<file path="config.mk">
export PLATFORM = sky130hd
export DESIGN_NAME = wb_top
export DESIGN_NICKNAME = d
export VERILOG_FILES = /design/src/common/wb_pkg.sv /design/src/wb_top.sv /design/src/white_balance/wb_frame_stats.sv /design/src/white_balance/wb_gain_calc.sv /design/src/white_balance/wb_pixel_scale.sv
export SDC_FILE = /design/constraint.sdc
export NUM_CORES = 1
export LEC_CHECK = 0
export ABC_AREA = 1
export BUFFER_PORTS_ARGS = -buffer_cell sky130_fd_sc_hd__buf_2
export CORE_MARGIN = 4
export CORE_UTILIZATION = 45
export CTS_BUF_LIST = sky130_fd_sc_hd__clkbuf_2
export CTS_CLUSTER_SIZE = 24
export DETAILED_ROUTE_END_ITERATION = 16
export GPL_TIMING_DRIVEN = 0
export PLACE_DENSITY = 0.7
export SYNTH_ARGS = -nofsm -noshare
export SYNTH_HDL_FRONTEND = slang
export SYNTH_HIERARCHICAL = 1
export SYNTH_SLANG_ARGS = --single-unit
</file>
<file path="constraint.sdc">
create_clock -name clk -period 5.25 [get_ports clk]
set_input_delay 0.2625 -clock clk [delete_from_list [all_inputs] [get_ports clk]]
set_output_delay 0.2625 -clock clk [all_outputs]
set_load 0.005 [all_outputs]
</file>
<file path="src/common/wb_pkg.sv">
`default_nettype none

package wb_pkg;

    // pixel format.
    localparam int PIX_W = 8;

    // active frame geometry.
    localparam int H_ACT = 16;
    localparam int V_ACT = 8;

    // pixel count must be a power of two, average is a plain shift.
    localparam int PIX_SHIFT = $clog2(H_ACT * V_ACT);

    // accumulator wide enough for a full frame of 255s.
    localparam int SUM_W = PIX_W + PIX_SHIFT;

    // Q8.8 gains.
    localparam int GAIN_W     = 16;
    localparam int GAIN_FRAC  = 8;
    localparam int GAIN_UNITY = 1 << GAIN_FRAC;

    // multiply stage plus saturate stage.
    localparam int SCALE_LAT = 2;

endpackage : wb_pkg

`default_nettype wire

</file>
<file path="src/wb_top.sv">
`default_nettype none

module wb_top (
    input  wire                       clk,
    input  wire                       i_rst_n,
    input  wire                       i_vsync,
    input  wire                       i_hsync,
    input  wire                       i_href,
    input  wire  [wb_pkg::PIX_W-1:0]  i_r,
    input  wire  [wb_pkg::PIX_W-1:0]  i_g,
    input  wire  [wb_pkg::PIX_W-1:0]  i_b,
    output wire                       o_vsync,
    output wire                       o_hsync,
    output wire                       o_href,
    output wire  [wb_pkg::PIX_W-1:0]  o_r,
    output wire  [wb_pkg::PIX_W-1:0]  o_g,
    output wire  [wb_pkg::PIX_W-1:0]  o_b
);
    import wb_pkg::*;

    wire [PIX_W-1:0]  avg_r;
    wire [PIX_W-1:0]  avg_g;
    wire [PIX_W-1:0]  avg_b;
    wire              stats_valid;
    wire [GAIN_W-1:0] gain_r;
    wire [GAIN_W-1:0] gain_g;
    wire [GAIN_W-1:0] gain_b;
    wire              gain_load;

    // statistics branch.
    wb_frame_stats u_frame_stats (
        .clk           (clk),
        .i_rst_n       (i_rst_n),
        .i_vsync       (i_vsync),
        .i_href        (i_href),
        .i_r           (i_r),
        .i_g           (i_g),
        .i_b           (i_b),
        .o_avg_r       (avg_r),
        .o_avg_g       (avg_g),
        .o_avg_b       (avg_b),
        .o_stats_valid (stats_valid)
    );

    wb_gain_calc u_gain_calc (
        .clk           (clk),
        .i_rst_n       (i_rst_n),
        .i_stats_valid (stats_valid),
        .i_avg_r       (avg_r),
        .i_avg_g       (avg_g),
        .i_avg_b       (avg_b),
        .o_gain_r      (gain_r),
        .o_gain_g      (gain_g),
        .o_gain_b      (gain_b),
        .o_gain_load   (gain_load)
    );

    // pixel branch.
    wb_pixel_scale u_pixel_scale (
        .clk         (clk),
        .i_rst_n     (i_rst_n),
        .i_vsync     (i_vsync),
        .i_hsync     (i_hsync),
        .i_href      (i_href),
        .i_r         (i_r),
        .i_g         (i_g),
        .i_b         (i_b),
        .i_gain_r    (gain_r),
        .i_gain_g    (gain_g),
        .i_gain_b    (gain_b),
        .i_gain_load (gain_load),
        .o_vsync     (o_vsync),
        .o_hsync     (o_hsync),
        .o_href      (o_href),
        .o_r         (o_r),
        .o_g         (o_g),
        .o_b         (o_b)
    );

endmodule : wb_top

`default_nettype wire

</file>
<file path="src/white_balance/wb_frame_stats.sv">
`default_nettype none

module wb_frame_stats (
    input  wire                       clk,
    input  wire                       i_rst_n,
    input  wire                       i_vsync,
    input  wire                       i_href,
    input  wire  [wb_pkg::PIX_W-1:0]  i_r,
    input  wire  [wb_pkg::PIX_W-1:0]  i_g,
    input  wire  [wb_pkg::PIX_W-1:0]  i_b,
    output logic [wb_pkg::PIX_W-1:0]  o_avg_r,
    output logic [wb_pkg::PIX_W-1:0]  o_avg_g,
    output logic [wb_pkg::PIX_W-1:0]  o_avg_b,
    output logic                      o_stats_valid
);
    import wb_pkg::*;

    logic             vsync_d;
    logic             vsync_rise;
    logic             active;
    logic [SUM_W-1:0] sum_r;
    logic [SUM_W-1:0] sum_g;
    logic [SUM_W-1:0] sum_b;

    if ((1 << PIX_SHIFT) != H_ACT * V_ACT) begin : g_bad_geometry
        $error("active pixel count is not a power of two");
    end

    assign vsync_rise = i_vsync & ~vsync_d;
    assign active     = i_href & ~i_vsync;

    always_ff @(posedge clk) begin
        if (!i_rst_n) begin
            vsync_d       <= 1'b0;
            o_stats_valid <= 1'b0;
            o_avg_r       <= '0;
            o_avg_g       <= '0;
            o_avg_b       <= '0;
            sum_r         <= '0;
            sum_g         <= '0;
            sum_b         <= '0;
        end else begin
            vsync_d       <= i_vsync;
            o_stats_valid <= vsync_rise;
            if (vsync_rise) begin
                o_avg_r <= sum_r[SUM_W-1 -: PIX_W]; // sum >> PIX_SHIFT.
                o_avg_g <= sum_g[SUM_W-1 -: PIX_W];
                o_avg_b <= sum_b[SUM_W-1 -: PIX_W];
                sum_r   <= '0;
                sum_g   <= '0;
                sum_b   <= '0;
            end else if (active) begin
                sum_r <= sum_r + SUM_W'(i_r);
                sum_g <= sum_g + SUM_W'(i_g);
                sum_b <= sum_b + SUM_W'(i_b);
            end
        end
    end

endmodule : wb_frame_stats

`default_nettype wire

</file>
<file path="src/white_balance/wb_gain_calc.sv">
`default_nettype none

module wb_gain_calc (
    input  wire                        clk,
    input  wire                        i_rst_n,
    input  wire                        i_stats_valid,
    input  wire  [wb_pkg::PIX_W-1:0]   i_avg_r,
    input  wire  [wb_pkg::PIX_W-1:0]   i_avg_g,
    input  wire  [wb_pkg::PIX_W-1:0]   i_avg_b,
    output logic [wb_pkg::GAIN_W-1:0]  o_gain_r,
    output logic [wb_pkg::GAIN_W-1:0]  o_gain_g,
    output logic [wb_pkg::GAIN_W-1:0]  o_gain_b,
    output logic                       o_gain_load
);
    import wb_pkg::*;

    typedef enum logic [2:0] {
        ST_IDLE,
        ST_DIV_T,
        ST_DIV_R,
        ST_DIV_G,
        ST_DIV_B,
        ST_LOAD
    } state_t;

    state_t                      state;
    logic [$clog2(GAIN_W)-1:0]   div_cnt;
    logic [GAIN_W-1:0]           div_quo;    // dividend shifts out, quotient in.
    logic [PIX_W-1:0]            div_rem;
    logic [PIX_W-1:0]            div_den;
    logic [PIX_W:0]              rem_sh;
    logic [PIX_W+1:0]            trial;
    logic [GAIN_W-1:0]           quo_nxt;
    logic [GAIN_W-1:0]           gain_nxt;
    logic [GAIN_W-1:0]           gray_dvd;
    logic [GAIN_W-1:0]           sum_dvd;
    logic                        last_step;
    logic [PIX_W-1:0]            target;
    logic [GAIN_W-1:0]           res_r;
    logic [GAIN_W-1:0]           res_g;
    logic [GAIN_W-1:0]           res_b;

    always_comb begin
        case (state)
            ST_DIV_R: div_den = i_avg_r;
            ST_DIV_G: div_den = i_avg_g;
            ST_DIV_B: div_den = i_avg_b;
            default:  div_den = PIX_W'(3); // gray target pass.
        endcase
    end

    assign rem_sh    = {div_rem, div_quo[GAIN_W-1]};
    assign trial     = {1'b0, rem_sh} - {2'b00, div_den};
    assign quo_nxt   = {div_quo[GAIN_W-2:0], ~trial[PIX_W+1]};
    assign gain_nxt  = (div_den == '0) ? GAIN_W'(GAIN_UNITY) : quo_nxt;
    assign gray_dvd  = {target, {GAIN_FRAC{1'b0}}};
    assign sum_dvd   = GAIN_W'(i_avg_r) + GAIN_W'(i_avg_g) + GAIN_W'(i_avg_b);
    assign last_step = &div_cnt;

    always_ff @(posedge clk) begin
        if (!i_rst_n) begin
            state       <= ST_IDLE;
            o_gain_r    <= GAIN_W'(GAIN_UNITY);
            o_gain_g    <= GAIN_W'(GAIN_UNITY);
            o_gain_b    <= GAIN_W'(GAIN_UNITY);
            o_gain_load <= 1'b0;
        end else begin
            o_gain_load <= (state == ST_LOAD); // gains settle with this pulse.
            case (state)
                ST_IDLE:  if (i_stats_valid) state <= ST_DIV_T;
                ST_DIV_T: if (last_step) state <= ST_DIV_R;
                ST_DIV_R: if (last_step) state <= ST_DIV_G;
                ST_DIV_G: if (last_step) state <= ST_DIV_B;
                ST_DIV_B: if (last_step) state <= ST_LOAD;
                ST_LOAD: begin
                    o_gain_r <= res_r;
                    o_gain_g <= res_g;
                    o_gain_b <= res_b;
                    state    <= ST_IDLE;
                end
                default:  state <= ST_IDLE;
            endcase
        end
    end

    // shared restoring divider, one quotient bit per cycle.
    always_ff @(posedge clk) begin
        if (state == ST_IDLE) begin
            div_quo <= sum_dvd;
            div_rem <= '0;
            div_cnt <= '0;
        end else begin
            div_quo <= quo_nxt;
            div_rem <= trial[PIX_W+1] ? rem_sh[PIX_W-1:0] : trial[PIX_W-1:0];
            div_cnt <= div_cnt + 1'b1;
            if (last_step) begin
                div_rem <= '0;
                case (state)
                    ST_DIV_T: begin
                        target  <= quo_nxt[PIX_W-1:0];
                        div_quo <= {quo_nxt[PIX_W-1:0], {GAIN_FRAC{1'b0}}};
                    end
                    ST_DIV_R: begin
                        res_r   <= gain_nxt;
                        div_quo <= gray_dvd;
                    end
                    ST_DIV_G: begin
                        res_g   <= gain_nxt;
                        div_quo <= gray_dvd;
                    end
                    ST_DIV_B: res_b <= gain_nxt;
                    default: ;
                endcase
            end
        end
    end

endmodule : wb_gain_calc

`default_nettype wire

</file>
<file path="src/white_balance/wb_pixel_scale.sv">
`default_nettype none

module wb_pixel_scale (
    input  wire                        clk,
    input  wire                        i_rst_n,
    input  wire                        i_vsync,
    input  wire                        i_hsync,
    input  wire                        i_href,
    input  wire  [wb_pkg::PIX_W-1:0]   i_r,
    input  wire  [wb_pkg::PIX_W-1:0]   i_g,
    input  wire  [wb_pkg::PIX_W-1:0]   i_b,
    input  wire  [wb_pkg::GAIN_W-1:0]  i_gain_r,
    input  wire  [wb_pkg::GAIN_W-1:0]  i_gain_g,
    input  wire  [wb_pkg::GAIN_W-1:0]  i_gain_b,
    input  wire                        i_gain_load,
    output logic                       o_vsync,
    output logic                       o_hsync,
    output logic                       o_href,
    output logic [wb_pkg::PIX_W-1:0]   o_r,
    output logic [wb_pkg::PIX_W-1:0]   o_g,
    output logic [wb_pkg::PIX_W-1:0]   o_b
);
    import wb_pkg::*;

    logic [GAIN_W-1:0]       gain_r_q;
    logic [GAIN_W-1:0]       gain_g_q;
    logic [GAIN_W-1:0]       gain_b_q;
    logic [PIX_W+GAIN_W-1:0] prod_r;
    logic [PIX_W+GAIN_W-1:0] prod_g;
    logic [PIX_W+GAIN_W-1:0] prod_b;
    logic [SCALE_LAT-1:0]    vsync_pipe;
    logic [SCALE_LAT-1:0]    hsync_pipe;
    logic [SCALE_LAT-1:0]    href_pipe;

    function automatic logic [PIX_W-1:0] saturate(input logic [PIX_W+GAIN_W-1:0] prod);
        if (|prod[PIX_W+GAIN_W-1:PIX_W+GAIN_FRAC]) begin
            return '1;
        end
        return prod[GAIN_FRAC +: PIX_W];
    endfunction

    always_ff @(posedge clk) begin
        if (!i_rst_n) begin
            gain_r_q   <= GAIN_W'(GAIN_UNITY);
            gain_g_q   <= GAIN_W'(GAIN_UNITY);
            gain_b_q   <= GAIN_W'(GAIN_UNITY);
            vsync_pipe <= '0;
            hsync_pipe <= '0;
            href_pipe  <= '0;
        end else begin
            if (i_gain_load) begin
                gain_r_q <= i_gain_r;
                gain_g_q <= i_gain_g;
                gain_b_q <= i_gain_b;
            end
            vsync_pipe <= {vsync_pipe[SCALE_LAT-2:0], i_vsync};
            hsync_pipe <= {hsync_pipe[SCALE_LAT-2:0], i_hsync};
            href_pipe  <= {href_pipe[SCALE_LAT-2:0], i_href};
        end
    end

    // stage one, products.
    always_ff @(posedge clk) begin
        prod_r <= i_r * gain_r_q;
        prod_g <= i_g * gain_g_q;
        prod_b <= i_b * gain_b_q;
    end

    // stage two, drop fraction and clamp.
    always_ff @(posedge clk) begin
        o_r <= saturate(prod_r);
        o_g <= saturate(prod_g);
        o_b <= saturate(prod_b);
    end

    assign o_vsync = vsync_pipe[SCALE_LAT-1];
    assign o_hsync = hsync_pipe[SCALE_LAT-1];
    assign o_href  = href_pipe[SCALE_LAT-1];

endmodule : wb_pixel_scale

`default_nettype wire
</file>
==> results.yml <==
route:
  postRouteAntennaNets: 0
  via_per_inst: 4.85
  routed_wl_um: 64400
  wl_per_cell_um: 14.0
  num_vias: 22361
  first_pass_iters: 7
  drt_iter0_markers: 1367
  drc: 0
worst_setup_path:
  ff2ff_setup_slack_ns: 0.57
  critPathCaptureType: "register"
  cp_data_arrival_time_ns: 5.63
  crit_path_cell_trace: "dlygate4sd3_1 > buf_2 > clkbuf_1 > clkbuf_1 > nand2_1 > fa_1 > fa_1 > inv_1 > fa_1 > inv_1 > fa_1 > inv_1 > ha_1 > nand2_1 > nor4_1 > nand4_1 > nand4_1 > nand2_1"
  r2r-end: "u_pixel_scale/prod_b[21]$_DFF_P_"
  critical_path.max_fanout: 10
  critPathMaxStageDelay_ns: 0.55
  crit_top_cell: "fa_1"
  regToRegStartpoint: "u_pixel_scale/gain_b_q[15]$_SDFFE_PN0P_"
  rr_worst_depth: 15
  crit_slowest_cell: "fa_1"
  startpoint_type: "input port"
  critPathKind: "input port to register"
  required_ns: 6.04
synth:
  yosysSeqAreaShare_pct: 27.0
  synth_ff_type: "dfxtp_1"
  synth_area_per_cell_sq_um: 7.49
  synth_seq_cells: 333
  syn-cell-area_sq_um: 26800
  synthArstFlopShare_pct: 0
  synth_edf_count: 56
  synth_cells: 3579
  synth_cell_types: 52
  synthesis.nets: 4033
  synth_warnings: 6
power_and_ir_drop:
  ir_drop_uv: 144
  p_leak_uw: 0.0169
  power_density_nw_per_um2: 203
final_layout:
  fin_area_sq_um: 29300
  final_layout_size_suffix_gt1_share_pct: 8.74
  nFillCells: 5869
  finalNetCount: 4219
  syn2layout_area_growth_pct: 9.19
  multi_input_area_sq_um: 15800
  seq_area_sq_um: 7230
sta:
  min_period_over_period_pct: 92.1
  finalClockSkew_ns: 0.165
  slew_headroom_pct: 38.8
  setup-tns-final_ns: 0
  rsz0062_at_grt: "false"
  timing.final.crit_period_ns: 4.83
  final-hold-violation-count: 0
  finalSetupViolCount: 0
  achievable-frequency_mhz: 207
  tightestPinTransition_ns: 0.917
  slew_viol_final: 0
worst_hold_path:
  whs_endpoint: "u_frame_stats/vsync_d$_SDFF_PN0_"
  worst_hold_path_type: "input port to register"
  whs_path_depth: 4
  hp-start: "i_rst_n"
grt:
  grt_use_total_pct: 20.6
  grt_overflow_total: 0
  grt_max_degree: 17
  grt_pass1_vias: 21853
  grt_pass1_wl_um: 107000
  antenna_found_initial: 3
floorplanning:
  die_h_um: 252
  std_cell_rows: 89
  ios: 56
  dieWidth_um: 252
  start_util_pct: 45.4
  die_area_sq_um: 63500
  core_sq_um: 59000
clock_tree:
  clock_tree.root_cell: "clkbuf_2"
  cts_buffers: 88
  clk_pin_slew_worst_paths_ns: 0.10
  cts.sinks: 333
  cts_setup_buffers: 0
  cts_tree: "yes"
  cts_resized: 0
  clockBufferDepth: 3
  worstSkewPairLatency_ns: 1.04
  cts_htree_levels: 3
placed_design:
  postPlaceCellArea_sq_um: 28100
  hpwl_um: 50100
  io_buffers: 55
  gp_congestion: 0.885
run:
  cap_violations: 0
status:
  status: "complete, no violations"
worst max-delay path by stage:
stage,startpoint,end,slack (ns),cells after the start
detailed placement,i_r[2],u_pixel_scale/prod_r[20]$_DFF_P_,0.12,17
global route,i_b[3],u_pixel_scale/prod_b[21]$_DFF_P_,0.15,19
floorplan,i_b[2],u_pixel_scale/prod_b[23]$_DFF_P_,1.15,19
global placement,i_b[3],u_pixel_scale/prod_b[21]$_DFF_P_,0.14,17
finish,i_b[2],u_pixel_scale/prod_b[21]$_DFF_P_,0.42,18
CTS,u_pixel_scale/gain_b_q[15]$_SDFFE_PN0P_,u_pixel_scale/prod_b[21]$_DFF_P_,0.60,15
through the flow:
step	worst slack [ns]	util (%)	cells	hold slack (ns)	total power [uW]
2_1_floorplan	1.15	-	3579	0.360	3770
3_3_place_gp	0.141	47.5	4407	0.390	4110
3_5_place_dp	0.121	47.5	4408	0.394	4130
4_1_cts	0.603	49.6	4605	0.0904	6010
5_1_grt	0.151	49.6	4606	0.193	6350
6_report	0.416	49.6	4606	0.234	5940
kinds of logic (layout without fill, tap and decap cells):
group	after synthesis	in the layout	share of synthesized area (%)
buffers and inverters	966	1219	14.0
AOI/OAI and AO/OA	358	358	7.63
and+or+nand+nor	1446	1446	22.6
other	0	1	0
DFF	333	333	27.0
xor gates and xnor gates	51	51	1.67
adders and majority gates	425	425	27.2
cells in the mapped netlist, types with 15 or more instances:
cell / number / share of area [%]
inv_1: 801 / 11
a21oi_2: 15 / 0.49
clkbuf_1: 109 / 1.5
xnor2_1: 20 / 0.65
dfxtp_1: 277 / 21
nor2_1: 355 / 5.0
o21ai_0: 135 / 2.5
nand2_1: 829 / 12
nor2_2: 16 / 0.37
nand4_1: 25 / 0.58
nand3_1: 137 / 2.6
ha_1: 163 / 7.6
nand2_2: 15 / 0.35
buf_2: 21 / 0.39
o21ai_1: 17 / 0.32
a21oi_1: 116 / 2.2
nor3_1: 17 / 0.32
xor2_1: 31 / 1.0
fa_1: 262 / 20
edfxtp_1: 56 / 6.3
power breakdown:
part | internal (uW) | switching, uW | leakage, uW
sequential | 2720 | 45.0 | 0.00278
combinational | 450 | 904 | 0.0135
clock | 721 | 1110 | 0.000625
routing by layer:
| metal | wire (um) | track usage, % | vias to the layer above |
|---|---|---|---|
| met1 | 28900 | 27.7 | 10434 |
| met3 | 4400 | 3.75 | 109 |
| met2 | 29600 | 34.0 | 642 |
| met4 | 1530 | 6.16 | 4 |
| met5 | 34 | 0 | - |
| li1 | - | - | 11172 |
cells in the final DEF (no fill, tap or decap), types with 76 or more instances in the layout:
cell type / netlist / routed
nand2_1: 829 / 829
inv_1: 801 / 801
nor2_1: 355 / 353
dfxtp_1: 277 / 277
fa_1: 262 / 262
ha_1: 163 / 163
nand3_1: 137 / 137
o21ai_0: 135 / 135
clkbuf_2: 3 / 133
a21oi_1: 116 / 116
clkbuf_1: 109 / 109
buf_2: 21 / 76
area by class of cell:
class                           instances  share of cell area [%]
Antenna cell                            1                 0.00855
Clock inverter                         27                   0.513
Sequential cell                       333                    24.7
Inverter                              816                    10.5
Buffer                                150                    2.34
Multi-Input combinational cell       2280                    54.1
Tap cell                              773                    3.30
Timing Repair Buffer                   96                    2.35
Clock buffer                          130                    2.22
what timing repair did:
action | CTS | global route
hold buffers | 40 | 0
setup endpoints to repair | 0 | 0
endpoints found under the hold margin | 134 | 0
worst max-delay path: cells and delay by family:
family	cells	cell delay, ns
adders and majority gates	5	2.41
buffers and inverters	7	1.77
and+or+nand+nor	6	1.18
Power figures use the tool's default switching activity.
